--- src/rv_pkg.sv ---
package rv_pkg;

  typedef logic [31:0] word_t;
  typedef logic [4:0]  reg_addr_t;

  typedef enum logic [3:0] {
    alu_none,
    alu_add,
    alu_sub,
    alu_sll,
    alu_slt,
    alu_sltu,
    alu_xor,
    alu_srl,
    alu_sra,
    alu_or,
    alu_and
  } alu_op_e;

  typedef enum logic [3:0] {
    mem_none,
    mem_lb,
    mem_lh,
    mem_lw,
    mem_lbu,
    mem_lhu,
    mem_sb,
    mem_sh,
    mem_sw
  } mem_op_e;

  typedef enum logic [3:0] {
    ctrl_none,
    ctrl_jal,
    ctrl_jalr,
    ctrl_beq,
    ctrl_bne,
    ctrl_blt,
    ctrl_bge,
    ctrl_bltu,
    ctrl_bgeu
  } ctrl_e;

  typedef enum logic [2:0] {
    imm_none,
    imm_i,
    imm_s,
    imm_b,
    imm_u,
    imm_j
  } imm_fmt_e;

  typedef struct packed {
    word_t instr;
    word_t pc;
  } fetch_t;

  // classifier result, all zero for an unknown word
  typedef struct packed {
    alu_op_e   alu_op;
    mem_op_e   mem_op;
    ctrl_e     ctrl;
    imm_fmt_e  imm_fmt;
    reg_addr_t rd;
    logic      use_imm;
    logic      use_shamt;
    logic      use_pc;
    logic      zero_a;
    logic      valid_instr;
  } class_t;

  typedef struct packed {
    word_t     op_a;
    word_t     op_b;
    reg_addr_t rd;
    alu_op_e   alu_op;
    mem_op_e   mem_op;
    word_t     mem_addr;
    word_t     next_pc;
    logic      valid_instr;
  } decode_out_t;

endpackage

--- src/branch_unit.sv ---
module branch_unit
  import rv_pkg::*;
(
  input  word_t pc,
  input  ctrl_e ctrl,
  input  word_t imm,
  input  word_t reg_rs1,
  input  word_t reg_rs2,
  output word_t next_pc
);

  word_t seq_pc;
  word_t rel_pc;
  word_t reg_pc;
  logic  equal;
  logic  less_s;
  logic  less_u;
  logic  taken;

  assign seq_pc = pc + 32'd4;
  assign rel_pc = pc + imm;
  // jalr target drops bit 0
  assign reg_pc = (reg_rs1 + imm) & ~32'd1;

  assign equal  = reg_rs1 == reg_rs2;
  assign less_s = $signed(reg_rs1) < $signed(reg_rs2);
  assign less_u = reg_rs1 < reg_rs2;

  always_comb begin
    case (ctrl)
      ctrl_beq:  taken = equal;
      ctrl_bne:  taken = !equal;
      ctrl_blt:  taken = less_s;
      ctrl_bge:  taken = !less_s;
      ctrl_bltu: taken = less_u;
      ctrl_bgeu: taken = !less_u;
      ctrl_jal:  taken = 1'b1;
      default:   taken = 1'b0;
    endcase
  end

  always_comb begin
    if (ctrl == ctrl_jalr) begin
      next_pc = reg_pc;
    end else if (taken) begin
      next_pc = rel_pc;
    end else begin
      next_pc = seq_pc;
    end
  end

endmodule

--- src/decode_stage.sv ---
module decode_stage
  import rv_pkg::*;
(
  input  logic        clk,
  input  logic        reset,
  input  logic        in_valid,
  output logic        in_ready,
  input  word_t       pc,
  input  class_t      cls,
  input  word_t       imm,
  input  word_t       reg_rs1,
  input  word_t       reg_rs2,
  input  reg_addr_t   shamt,
  input  word_t       next_pc,
  output decode_out_t out,
  output logic        out_valid,
  input  logic        out_ready
);

  logic        accept;
  logic        is_jump;
  word_t       op_a;
  word_t       op_b;
  decode_out_t bundle;

  // single slot, refilled in the cycle it drains
  assign in_ready = !out_valid || out_ready;
  assign accept   = in_valid && in_ready;

  assign is_jump = cls.ctrl == ctrl_jal || cls.ctrl == ctrl_jalr;

  // first operand
  always_comb begin
    if (cls.zero_a) begin
      op_a = '0;
    end else if (cls.use_pc) begin
      op_a = pc;
    end else begin
      op_a = reg_rs1;
    end
  end

  // second operand, link step for jumps
  always_comb begin
    if (is_jump) begin
      op_b = 32'd4;
    end else if (cls.use_shamt) begin
      op_b = {27'b0, shamt};
    end else if (cls.use_imm) begin
      op_b = imm;
    end else begin
      op_b = reg_rs2;
    end
  end

  always_comb begin
    bundle.op_a        = op_a;
    bundle.op_b        = op_b;
    bundle.rd          = cls.rd;
    bundle.alu_op      = cls.alu_op;
    bundle.mem_op      = cls.mem_op;
    bundle.mem_addr    = reg_rs1 + imm;
    bundle.next_pc     = next_pc;
    bundle.valid_instr = cls.valid_instr;
  end

  always_ff @(posedge clk) begin
    if (reset) begin
      out_valid <= 1'b0;
    end else if (accept) begin
      out_valid <= 1'b1;
    end else if (out_ready) begin
      out_valid <= 1'b0;
    end
  end

  // payload only moves on a transfer in
  always_ff @(posedge clk) begin
    if (accept) begin
      out <= bundle;
    end
  end

endmodule

--- src/decoder_top.sv ---
module decoder_top
  import rv_pkg::*;
(
  input  logic        clk,
  input  logic        reset,
  input  fetch_t      in,
  input  logic        in_valid,
  output logic        in_ready,
  output reg_addr_t   rs1_addr,
  output reg_addr_t   rs2_addr,
  input  word_t       reg_rs1,
  input  word_t       reg_rs2,
  output decode_out_t out,
  output logic        out_valid,
  input  logic        out_ready
);

  class_t cls;
  word_t  imm;
  word_t  next_pc;

  instr_classifier u_classifier (
    .instr    (in.instr),
    .cls      (cls),
    .rs1_addr (rs1_addr),
    .rs2_addr (rs2_addr)
  );

  imm_gen u_imm_gen (
    .instr   (in.instr),
    .imm_fmt (cls.imm_fmt),
    .imm     (imm)
  );

  branch_unit u_branch (
    .pc      (in.pc),
    .ctrl    (cls.ctrl),
    .imm     (imm),
    .reg_rs1 (reg_rs1),
    .reg_rs2 (reg_rs2),
    .next_pc (next_pc)
  );

  // rs2 field doubles as the shift amount
  decode_stage u_stage (
    .clk       (clk),
    .reset     (reset),
    .in_valid  (in_valid),
    .in_ready  (in_ready),
    .pc        (in.pc),
    .cls       (cls),
    .imm       (imm),
    .reg_rs1   (reg_rs1),
    .reg_rs2   (reg_rs2),
    .shamt     (rs2_addr),
    .next_pc   (next_pc),
    .out       (out),
    .out_valid (out_valid),
    .out_ready (out_ready)
  );

endmodule

--- src/imm_gen.sv ---
module imm_gen
  import rv_pkg::*;
(
  input  word_t    instr,
  input  imm_fmt_e imm_fmt,
  output word_t    imm
);

  word_t i_imm;
  word_t s_imm;
  word_t b_imm;
  word_t u_imm;
  word_t j_imm;

  // all formats sign-extend from bit 31
  assign i_imm = {{20{instr[31]}}, instr[31:20]};
  assign s_imm = {{20{instr[31]}}, instr[31:25], instr[11:7]};
  assign u_imm = {instr[31:12], 12'b0};

  // branch and jump offsets are in halfwords
  assign b_imm = {
    {20{instr[31]}},
    instr[7],
    instr[30:25],
    instr[11:8],
    1'b0
  };
  assign j_imm = {
    {12{instr[31]}},
    instr[19:12],
    instr[20],
    instr[30:21],
    1'b0
  };

  always_comb begin
    case (imm_fmt)
      imm_i:   imm = i_imm;
      imm_s:   imm = s_imm;
      imm_b:   imm = b_imm;
      imm_u:   imm = u_imm;
      imm_j:   imm = j_imm;
      default: imm = '0;
    endcase
  end

endmodule

--- src/instr_classifier.sv ---
module instr_classifier
  import rv_pkg::*;
(
  input  word_t     instr,
  output class_t    cls,
  output reg_addr_t rs1_addr,
  output reg_addr_t rs2_addr
);

  // major opcodes in bits 6:2
  localparam logic [4:0] op_load   = 5'b00000;
  localparam logic [4:0] op_imm    = 5'b00100;
  localparam logic [4:0] op_auipc  = 5'b00101;
  localparam logic [4:0] op_store  = 5'b01000;
  localparam logic [4:0] op_reg    = 5'b01100;
  localparam logic [4:0] op_lui    = 5'b01101;
  localparam logic [4:0] op_branch = 5'b11000;
  localparam logic [4:0] op_jalr   = 5'b11001;
  localparam logic [4:0] op_jal    = 5'b11011;

  logic [4:0] opcode;
  logic [2:0] funct3;
  logic [6:0] funct7;
  logic       uncompressed;
  logic       f7_zero;
  logic       f7_alt;
  alu_op_e    base_alu;

  assign opcode       = instr[6:2];
  assign funct3       = instr[14:12];
  assign funct7       = instr[31:25];
  assign uncompressed = instr[1:0] == 2'b11;
  assign f7_zero      = funct7 == 7'b0000000;
  assign f7_alt       = funct7 == 7'b0100000;

  assign rs1_addr = instr[19:15];
  assign rs2_addr = instr[24:20];

  // shared by register and immediate forms
  always_comb begin
    case (funct3)
      3'b000:  base_alu = alu_add;
      3'b001:  base_alu = alu_sll;
      3'b010:  base_alu = alu_slt;
      3'b011:  base_alu = alu_sltu;
      3'b100:  base_alu = alu_xor;
      3'b101:  base_alu = f7_alt ? alu_sra : alu_srl;
      3'b110:  base_alu = alu_or;
      default: base_alu = alu_and;
    endcase
  end

  always_comb begin
    cls = '0;
    if (uncompressed) begin
      case (opcode)
        op_lui, op_auipc: begin
          cls.alu_op      = alu_add;
          cls.imm_fmt     = imm_u;
          cls.rd          = instr[11:7];
          cls.use_imm     = 1'b1;
          cls.zero_a      = opcode == op_lui;
          cls.use_pc      = opcode == op_auipc;
          cls.valid_instr = 1'b1;
        end
        op_jal, op_jalr: begin
          cls.alu_op      = alu_add;
          cls.ctrl        = (opcode == op_jal) ? ctrl_jal : ctrl_jalr;
          cls.imm_fmt     = (opcode == op_jal) ? imm_j : imm_i;
          cls.rd          = instr[11:7];
          cls.use_pc      = 1'b1;
          cls.valid_instr = opcode == op_jal || funct3 == 3'b000;
        end
        op_branch: begin
          case (funct3)
            3'b000:  cls.ctrl = ctrl_beq;
            3'b001:  cls.ctrl = ctrl_bne;
            3'b100:  cls.ctrl = ctrl_blt;
            3'b101:  cls.ctrl = ctrl_bge;
            3'b110:  cls.ctrl = ctrl_bltu;
            3'b111:  cls.ctrl = ctrl_bgeu;
            default: cls.ctrl = ctrl_none;
          endcase
          cls.imm_fmt     = imm_b;
          cls.valid_instr = cls.ctrl != ctrl_none;
        end
        op_load: begin
          case (funct3)
            3'b000:  cls.mem_op = mem_lb;
            3'b001:  cls.mem_op = mem_lh;
            3'b010:  cls.mem_op = mem_lw;
            3'b100:  cls.mem_op = mem_lbu;
            3'b101:  cls.mem_op = mem_lhu;
            default: cls.mem_op = mem_none;
          endcase
          cls.imm_fmt     = imm_i;
          cls.rd          = instr[11:7];
          cls.use_imm     = 1'b1;
          cls.valid_instr = cls.mem_op != mem_none;
        end
        op_store: begin
          case (funct3)
            3'b000:  cls.mem_op = mem_sb;
            3'b001:  cls.mem_op = mem_sh;
            3'b010:  cls.mem_op = mem_sw;
            default: cls.mem_op = mem_none;
          endcase
          // op_b stays on rs2 for the store data
          cls.imm_fmt     = imm_s;
          cls.valid_instr = cls.mem_op != mem_none;
        end
        op_imm: begin
          cls.alu_op      = base_alu;
          cls.imm_fmt     = imm_i;
          cls.rd          = instr[11:7];
          cls.use_shamt   = funct3 == 3'b001 || funct3 == 3'b101;
          cls.use_imm     = !cls.use_shamt;
          cls.valid_instr = (funct3 == 3'b001) ? f7_zero :
                            (funct3 == 3'b101) ? (f7_zero || f7_alt) : 1'b1;
        end
        op_reg: begin
          cls.alu_op      = (funct3 == 3'b000 && f7_alt) ? alu_sub : base_alu;
          cls.rd          = instr[11:7];
          cls.valid_instr = f7_zero || (f7_alt && (funct3 == 3'b000 || funct3 == 3'b101));
        end
        default: cls = '0;
      endcase
    end
    // anything unmatched leaves no trace
    if (!cls.valid_instr) begin
      cls = '0;
    end
  end

endmodule

--- config.mk ---
export PLATFORM = sky130hd
export DESIGN_NAME = decoder_top
export DESIGN_NICKNAME = d
export VERILOG_FILES = /design/src/rv_pkg.sv /design/src/branch_unit.sv /design/src/decode_stage.sv /design/src/decoder_top.sv /design/src/imm_gen.sv /design/src/instr_classifier.sv
export SDC_FILE = /design/constraint.sdc
export NUM_CORES = 1
export LEC_CHECK = 0
export BUFFER_PORTS_ARGS = -buffer_cell sky130_fd_sc_hd__buf_2
export CORE_MARGIN = 2
export CORE_UTILIZATION = 35
export CTS_BUF_LIST = sky130_fd_sc_hd__clkbuf_4 sky130_fd_sc_hd__clkbuf_8
export CTS_CLUSTER_SIZE = 14
export DETAILED_ROUTE_END_ITERATION = 8
export GPL_ROUTABILITY_DRIVEN = 0
export HOLD_SLACK_MARGIN = 0.15
export PLACE_DENSITY_LB_ADDON = 0.05
export REMOVE_ABC_BUFFERS = 1
export SKIP_CTS_REPAIR_TIMING = 1
export SLEW_MARGIN = 20
export SYNTH_ARGS = -nofsm -noshare
export SYNTH_HDL_FRONTEND = slang
export SYNTH_SLANG_ARGS = --single-unit
--- constraint.sdc ---
create_clock -name clk -period 5.89 [get_ports clk]
set_clock_uncertainty 0.1 [all_clocks]
set_input_delay 0.8835 -clock clk [delete_from_list [all_inputs] [get_ports clk]]
set_output_delay 0.8835 -clock clk [all_outputs]
set_load 0.05 [all_outputs]
== Word-level counts from Yosys, hierarchy flattened ==
Cells that the tools add are included.
W data, S select, Z words.
Operators by class
  muxes and demuxes: 37
  reduce and logical (&&, ||, !) cells: 31
  equality and inequality tests: 31
  $add $sub $neg: 3
  magnitude comparators: 2
Operators with widths (number)
  $pmux W32 S5: 1
  $mux W32: 4
  $add A32 B32 Y32: 2
  $lt A32 B32 Y1: 2
  $mux W17: 2
  $add A32 B3 Y32 const B: 1
  $eq A32 B32 Y1: 1
  $mux W4: 8
  $pmux W3 S5: 2
  $pmux W4 S7: 1
  $pmux W4 S3: 2
  $pmux W4 S6: 1
  $eq A3 B3 Y1 const B: 6
  $eq A4 B3 Y1 const B: 4
  $pmux W4 S2: 2
  $eq A5 B4 Y1 const B: 3
  $eq A5 B5 Y1 const B: 3
  $pmux W1 S7: 2
  $eq A3 B2 Y1 const B: 4
  $reduce_bool A4 Y1: 3
  $eq A5 B3 Y1 const B: 2
  $mux W5: 2
  $eq A4 B2 Y1 const B: 2
  $reduce_or A2 Y1: 4
  21 further kinds: 40
Word-level totals
  output and inout bits: 154
  flip-flop bits (word level): 143
  input bits: 132
  word-level logic and storage cells: 115

== Longest topological paths before layout ==
Gate-level depths: netlist (run 1).
  depth in word-level cells: 13
  gate-level depth with buffers: 22
  mapped depth without buffers: 19

== By module ==
From an unflattened synthesis (run 1), not the netlist that was laid out.
Unflattened totals
  cells, all modules: 1411
  area total of the unflattened synthesis: 13035.0 sq um
By module, submodules not included
  decode_stage: sequential area each 4284.1 sq um, area each 6829.0 sq um, cells each 505, instances 1
  branch_unit: sequential area each 0.0 sq um, area each 5029.8 sq um, cells each 712, instances 1
  instr_classifier: sequential area each 0.0 sq um, area each 785.8 sq um, cells each 128, instances 1
  imm_gen: sequential area each 0.0 sq um, area each 390.4 sq um, cells each 66, instances 1

== Least setup slack after synthesis (run 1) ==
No wires, ideal clock.
  path kind: input -> register
  start: input port in[38] (netlist name)
  end: register, netlist name u_stage.out[32]
  stages: 20
  data required time: 5.531 ns
  arrival time: 4.994 ns
  setup time: 0.259 ns
  path slack: 0.537 ns
  path buffers: 3
  path through: buf_2 or2_2 or4_1 a21oi_1 a32oi_2 nor2_1 and3_1 clkbuf_1 a21o_1 ha_1 clkbuf_1 a21oi_1 inv_1 o31ai_1 nand2_1 o22ai_1 a311oi_1 a2111oi_0 and4b_1 a211o_1
Between the ends
  longest elaborated chain between the ends: 10
  elaborated cells on any way between the ends: 39
  classes of those cells: add/sub: 2; eq/ne: 21; mux: 11; reduce/logical: 5
RTL lines
  from (decl): RTL line decoder_top.sv:6  | input fetch_t in,
  $eq A5 B5 Y1 (tied with other cells): RTL line instr_classifier.sv:56  | case (opcode)
  $reduce_or A2 Y1 (tied with other cells)
  $pmux W1 S7 or $pmux W3 S5 (tied branches): RTL line instr_classifier.sv:56
  $mux W17 *: RTL line instr_classifier.sv:55  | if (uncompressed) begin
  $mux W17 *: RTL line instr_classifier.sv:130  | if (!cls.valid_instr) begin
  $eq A3 B3 Y1 (tied with other cells): RTL line imm_gen.sv:37  | case (imm_fmt)
  $pmux W32 S5: RTL line imm_gen.sv:37
  $add A32 B32 Y32: RTL line branch_unit.sv:21  | assign rel_pc = pc + imm;
  $mux W32: RTL line branch_unit.sv:45  | end else if (taken) begin
  $mux W32 *: RTL line branch_unit.sv:43  | if (ctrl == ctrl_jalr) begin
  net next_pc[31]: RTL line decoder_top.sv:20  | word_t next_pc;
Mark *: on every way through the listed nets, which the timed path passes. The rest lies on a longest branch.
A chain may end at the register's enable or synchronous reset.

== Final worst setup path (run 1) ==
  start: input port in[34] (netlist name)
  end: register, netlist name u_stage.out[32]
Between the ends
  longest elaborated chain between the ends: 10
  elaborated cells on any way between the ends: 39
  classes of those cells: add/sub: 2; eq/ne: 21; mux: 11; reduce/logical: 5
RTL lines (RTL line)
  $eq A5 B5 Y1 (tied with other cells): instr_classifier.sv:56
  $reduce_or A2 Y1 (tied with other cells)
  $pmux W1 S7 or $pmux W3 S5 (tied branches): instr_classifier.sv:56
  $mux W17 *: instr_classifier.sv:55
  $mux W17 *: instr_classifier.sv:130
  $eq A3 B3 Y1 (tied with other cells): imm_gen.sv:37
  $pmux W32 S5: imm_gen.sv:37
  $add A32 B32 Y32: branch_unit.sv:21
  $mux W32: branch_unit.sv:45
  $mux W32 *: branch_unit.sv:43
  net next_pc[31]: decoder_top.sv:20
Marks and branches as above.

==> flow_metrics.py, run 1 <==
metrics = {
    "detailed_routing": {
        "drt_iter0_drc": 721,
        "wl_per_cell_um": 20.9,
        "routed_wl_um": 42800,
        "ant_nets": 0,
        "drcViolationCount": 0,
        "vias_per_cell": 5.35,
        "drtPass1Iterations": 5,
        "vias": 10900,
    },
    "sta": {
        "hold_violations": 0,
        "slew_headroom_pct": 34.5,
        "finalCritPeriodShare_pct": 93.7,
        "worstMarginPinSlew_ns": 0.979,
        "setup_violations": 0,
        "rsz0062_at_grt": "false",
        "layout_min_cycle_time_ns": 5.52,
        "fmax_ghz": 0.181,
        "drv_slew": 0,
        "tns_ns": 0,
        "fin_ws_ns": 0.369,
    },
    "clock_network": {
        "cts.sinks": 143,
        "cts.root.buffer_cell": "clkbuf_8",
        "cts_buffer_depth": 2,
        "cts_tree": "built",
        "worstSkewPairLatency_ns": 0.49,
        "htreeDepth": 4,
        "numCtsBuffers": 17,
        "clkTransAtPathRegs_ns": 0.08,
    },
    "floorplan": {
        "io_pins": 286,
        "start_util_pct": 35.5,
        "die_area_um2": 34300,
        "die_h_um": 185,
        "core_area_um2": 32500,
        "rows": 66,
        "die_x_um": 185,
    },
    "finish": {
        "layout-drive-gt1-share_pct": 25.1,
        "area_growth_pct": 21.9,
        "layout_commonest_cell": "buf_2",
        "layout_common_cells": "buf_2 (285), nand2_1 (164), a21oi_1 (149)",
        "nFillCells": 3335,
        "final_util_pct": 43.2,
        "final_area_um2": 14000,
        "nets": 1820,
    },
    "yosys": {
        "netlist_area_um2": 11500,
        "yosys_warnings": 0,
        "syn_inst": 1290,
        "yosysTopAreaCell": "edfxtp_1",
        "ys_async_sr_fraction_pct": 0,
        "synth.avg_cell_area_um2": 8.92,
        "ys.flop_type": "edfxtp_1",
        "synth_top_cell_area_share_pct": 37.1,
        "ys_seq_area_share_pct": 37.2,
        "synth_edf_count": 142,
        "ys_seq_elements": 143,
        "synth_cell_types": 80,
        "synth.area.top_cells": "edfxtp_1 (37%), ha_1 (10%), a21oi_1 (6.5%)",
    },
    "grt": {
        "grt_pass1_wl_um": 63600,
        "met1_usage_pct": 35.6,
        "antenna_found_initial": 3,
        "grt-ovfl-total": 0,
        "grtUsageMet3_pct": 4.01,
        "grt_pass1_vias": 10300,
        "use_met2_pct": 39.8,
        "grt_max_degree": 143,
        "track_usage_pct": 25.1,
        "grt_busiest_layer": "met2",
    },
    "power": {
        "cellPowerDensity_nw_per_um2": 194,
        "vdd_ir_drop_max_mv": 0.110,
        "power.total_mw": 2.72,
        "leakage_nw": 6.36,
    },
    "critical_path": {
        "reg2reg_slack_ns": 4.19,
        "required_ns": 6.04,
        "ff2ff_path_depth": 3,
        "critical_path_arrival_ns": 5.67,
        "r2r-end": "u_stage.out[122]$_SDFFCE_PP0P_",
        "path_class": "input port to register",
        "crit_path_end": "u_stage.out[32]$_DFFE_PP_",
        "reg2reg_from": "u_stage.out_valid$_SDFFE_PP0P_",
        "cp-end-kind": "register",
        "critPathMaxFanout": 29,
        "setup.worst_path.start": "in[34]",
        "start_kind": "input port",
    },
    "placement": {
        "hpwl_um": 33000,
        "dp_worst_setup_slack_ns": 0.0506,
        "place_area_um2": 13700,
        "port_buffers": 285,
    },
    "outcome": {
        "status": "complete, no violations",
    },
    "flow_run": {
        "maxCapViolations": 0,
    },
    "hold_path": {
        "hold_path_class": "register to register",
    },
}
per-layer routing:
| metal | wire, um | part of all wire (%) |
|---|---|---|
| met1 | 20400 | 48 |
| met2 | 19400 | 45 |
| met3 | 2470 | 5.8 |
| met4 | 542 | 1.3 |
| met5 | 31 | 0.072 |
metrics by stage:
step,hold WS [ns],instances
floorplan,0.853,1223
global placement,0.422,2014
detailed placement,0.427,2014
CTS,0.404,2045
global route,0.414,2045
finish,0.428,2046
power by group:
group          leakage (nW)  switching [mW]  internal, mW
logic                  4.79           0.527         0.210
registers              1.39          0.0163          1.20
clock network         0.177           0.410         0.363
total                  6.36           0.954          1.77
how the worst min path moves through the flow:
| stage | start | to | slack [ns] | depth (start not counted) |
|---|---|---|---|---|
| floorplan | reset | u_stage.out_valid$_SDFFE_PP0P_ | 0.85 | 1 |
| finish | u_stage.out_valid$_SDFFE_PP0P_ | u_stage.out_valid$_SDFFE_PP0P_ | 0.43 | 2 |
| CTS | reset | u_stage.out_valid$_SDFFE_PP0P_ | 0.40 | 2 |
| global route | reset | u_stage.out_valid$_SDFFE_PP0P_ | 0.41 | 2 |
| detailed placement | u_stage.out_valid$_SDFFE_PP0P_ | u_stage.out_valid$_SDFFE_PP0P_ | 0.43 | 2 |
| global placement | u_stage.out_valid$_SDFFE_PP0P_ | u_stage.out_valid$_SDFFE_PP0P_ | 0.42 | 2 |
cell type report:
class                           count  area (um^2)  share of cell area, %
Inverter                           59          221                   1.58
Antenna cell                        1         2.50                 0.0178
Multi-Input combinational cell   1021         6670                   47.6
Sequential cell                   143         4280                   30.6
Timing Repair Buffer              349         1930                   13.8
Tap cell                          442          553                   3.94
Clock buffer                       17          234                   1.67
Clock inverter                     14          126                  0.901
sequential cells by signal (all words and copies together) (netlist names):
signal / flops
u_stage.out: 142
u_stage.out_valid: 1
cells in the mapped netlist (3+ instances only):
| library cell | number |
|---|---|
| a2111oi_0 | 3 |
| a211o_1 | 4 |
| a211oi_1 | 14 |
| a21boi_0 | 5 |
| a21o_1 | 47 |
| a21oi_1 | 149 |
| a22oi_1 | 10 |
| a31o_2 | 3 |
| a31oi_1 | 12 |
| a41o_1 | 4 |
| and2_1 | 15 |
| and3_1 | 17 |
| and4_1 | 3 |
| buf_1 | 3 |
| buf_2 | 7 |
| buf_4 | 12 |
| buf_6 | 3 |
| clkbuf_1 | 40 |
| edfxtp_1 | 142 |
| ha_1 | 95 |
| inv_1 | 59 |
| mux2i_1 | 23 |
| nand2_1 | 165 |
| nand2b_1 | 16 |
| nand3_1 | 40 |
| nand4_1 | 18 |
| nor2_1 | 101 |
| nor2_2 | 3 |
| nor2b_1 | 8 |
| nor3_1 | 22 |
| nor3b_1 | 3 |
| nor4_1 | 6 |
| o211ai_1 | 10 |
| o21a_1 | 9 |
| o21ai_0 | 69 |
| o21bai_1 | 6 |
| o22ai_1 | 5 |
| o311ai_0 | 3 |
| o31ai_1 | 5 |
| or2_2 | 3 |
| or3_1 | 3 |
| xnor2_1 | 47 |
| xor2_1 | 33 |
cell families (layout without fill, tap and decap cells):
group                    after synthesis  after routing  share of synthesized area, %
AO/OA/AOI/OAI                        383            383                          20.9
multiplexers                          24             24                          2.10
buffers and inverters                126            439                          5.01
AND/OR/NAND/NOR                      436            436                          17.8
flip-flops                           143            143                          37.2
adder cells (fa/ha/maj)               97             97                          10.7
XOR/XNOR                              81             81                          6.28
other                                  0              1                             0
critical path, cell delays in order:
cell       delay (ns)
buf_2            0.20
or2_2            0.35
or4_1            0.39
a21oi_1          0.21
a32oi_2          0.16
buf_12           0.24
nor2_2           0.38
a21o_1           0.21
ha_1             0.27
a21oi_1          0.21
inv_1            0.08
o31ai_1          0.31
nand2_1          0.09
o22ai_1          0.32
a311oi_1         0.18
buf_4            0.19
a2111oi_0        0.46
and4b_1          0.25
a211o_1          0.27
Power figures use the tool's default switching activity.
==> run 2: changes to the inputs <==
Settings changed: RECOVER_POWER set to 50.
==> run 2 against run 1 <==
Compared with the run above: core utilization fell by 0.35 points; final area fell by 0.80%; combinational power fell by 1%; setup slack improved by 0.0098 ns; largest power group unchanged; critical endpoint unchanged; die area did not move; the flow now finishes with violations (capacitance limit, slew limit); routed wire length rose by 0.25%.
==> flow_metrics.py, run 2 (same netlist as run 1, synthesis figures left out) <==
metrics = {
    "sta": {
        "setup_violations": 0,
        "fmax_ghz": 0.181,
        "drv_slew": 143,
        "finalCritPeriodShare_pct": 93.6,
        "fin_ws_ns": 0.379,
        "hold_violations": 0,
        "layout_min_cycle_time_ns": 5.51,
        "tns_ns": 0,
        "worstMarginPinSlew_ns": 3.62,
        "rsz0062_at_grt": "false",
        "slew_headroom_pct": -141,
    },
    "placement": {
        "hpwl_um": 33000,
        "dp_worst_setup_slack_ns": 0.0506,
        "port_buffers": 285,
        "dp.cells": 2014,
    },
    "finish": {
        "layout-drive-gt1-share_pct": 20.4,
        "insertedDiodeCount": 0,
        "nets": 1820,
        "layout_common_cells": "buf_2 (210), nand2_1 (164), a21oi_1 (149)",
        "layout_commonest_cell": "buf_2",
        "area_growth_pct": 20.9,
        "final_util_pct": 42.9,
        "nFillCells": 3360,
        "instances_no_fill": 2045,
        "largest_reg_flops": 142,
        "largest_register": "u_stage.out",
        "largestRegisters": "u_stage.out (142), u_stage.out_valid (1)",
    },
    "power": {
        "p_clk_share_pct": 28.4,
        "vdd_ir_drop_max_mv": 0.117,
        "power.share.combinational_pct": 26.7,
        "leakage_nw": 6.14,
        "p_int_mw": 1.76,
        "cellPowerDensity_nw_per_um2": 195,
        "p_sw_mw": 0.953,
        "swShare_pct": 35.1,
        "pwr-share-seq_pct": 44.9,
    },
    "clock_network": {
        "cts.sinks": 143,
        "worstSkewPairLatency_ns": 0.49,
        "cts_buffer_depth": 2,
        "htreeDepth": 4,
        "cts.root.buffer_cell": "clkbuf_8",
        "cts_tree": "built",
        "clkTransAtPathRegs_ns": 0.08,
        "numCtsBuffers": 17,
    },
    "grt": {
        "grtUsageMet3_pct": 4.01,
        "grt_max_degree": 143,
        "grt_busiest_layer": "met2",
        "grt_pass1_wl_um": 63600,
        "antenna_found_initial": 3,
        "use_met2_pct": 39.8,
        "track_usage_pct": 25.1,
        "met1_usage_pct": 35.6,
        "grt-ovfl-total": 0,
        "grt_pass1_vias": 10300,
    },
    "floorplan": {
        "io_pins": 286,
        "die_h_um": 185,
        "die_x_um": 185,
        "start_util_pct": 35.5,
        "core_area_um2": 32500,
        "rows": 66,
        "die_area_um2": 34300,
    },
    "detailed_routing": {
        "routed_wl_um": 42900,
        "vias": 11000,
        "drt_iter0_drc": 735,
        "wl_per_cell_um": 21.0,
        "ant_nets": 0,
        "drtPass1Iterations": 5,
        "vias_per_cell": 5.37,
        "drcViolationCount": 0,
    },
    "critical_path": {
        "cp-end-kind": "register",
        "critical_path_arrival_ns": 5.66,
        "critPathMaxFanout": 29,
        "path_class": "input port to register",
        "start_kind": "input port",
        "required_ns": 6.04,
    },
    "flow_run": {
        "maxCapViolations": 1,
    },
    "outcome": {
        "violations": "capacitance limit, slew limit",
        "status": "finished with violations",
    },
    "hold_path": {
        "hold_path_class": "register to register",
    },
}
-- run 2: cell count changes in the layout (fill, tap and decap cells not counted), sizes merged --
cell    previous run  this run
clkbuf            17        93
buf              349       273
diode              1         0
-- run 2: cell type report --
cell class | instances | area (um^2) | share of cell area (%)
Multi-Input combinational cell | 1021 | 6670 | 47.9
Sequential cell | 143 | 4280 | 30.8
Timing Repair Buffer | 349 | 1820 | 13.1
Tap cell | 442 | 553 | 3.98
Clock buffer | 17 | 234 | 1.68
Inverter | 59 | 221 | 1.59
Clock inverter | 14 | 126 | 0.909
-- run 2: stage by stage --
step	power, mW	hold slack (ns)	cell area [um^2]
finish	2.72	0.419	13900
global placement	1.97	0.422	13700
CTS	2.75	0.404	14000
global route	2.84	0.414	13900
detailed placement	1.97	0.427	13700
floorplan	1.70	0.853	11200
-- run 2: worst paths after layout --
check,start,to,slack [ns],cells past startpoint
setup / recovery,in[34],u_stage.out[32]$_DFFE_PP_,0.38,19
hold / removal,u_stage.out_valid$_SDFFE_PP0P_,u_stage.out_valid$_SDFFE_PP0P_,0.42,2
setup reg to reg,u_stage.out_valid$_SDFFE_PP0P_,u_stage.out[122]$_SDFFCE_PP0P_,2.16,3
hold reg to reg,u_stage.out_valid$_SDFFE_PP0P_,u_stage.out_valid$_SDFFE_PP0P_,0.42,2
-- run 2: layer usage --
layer	share of wire [%]	routed length, um
met4	1.3	567
met1	47	20300
met2	45	19400
met5	0.096	41
met3	6.0	2600
-- run 2: power by group through the flow --
stage / Clock [mW] / Combinational [mW] / Sequential, mW
after global placement: 0 / 0.735 / 1.24
after CTS: 0.795 / 0.738 / 1.21
after global routing: 0.835 / 0.781 / 1.23
after floorplan: 0 / 0.240 / 1.46
after detailed placement: 0 / 0.735 / 1.23
final: 0.772 / 0.726 / 1.22
-- run 2: worst max-delay path, stage by stage --
cell and delay (ns):
buf_2 0.20, or2_2 0.36, or4_1 0.40, a21oi_1 0.21, a32oi_2 0.16, buf_12 0.23, nor2_2 0.38, a21o_1 0.21
ha_1 0.27, a21oi_1 0.21, inv_1 0.08, o31ai_1 0.31, nand2_1 0.09, o22ai_1 0.32, a311oi_1 0.18, buf_4 0.19
a2111oi_0 0.44, and4b_1 0.25, a211o_1 0.27
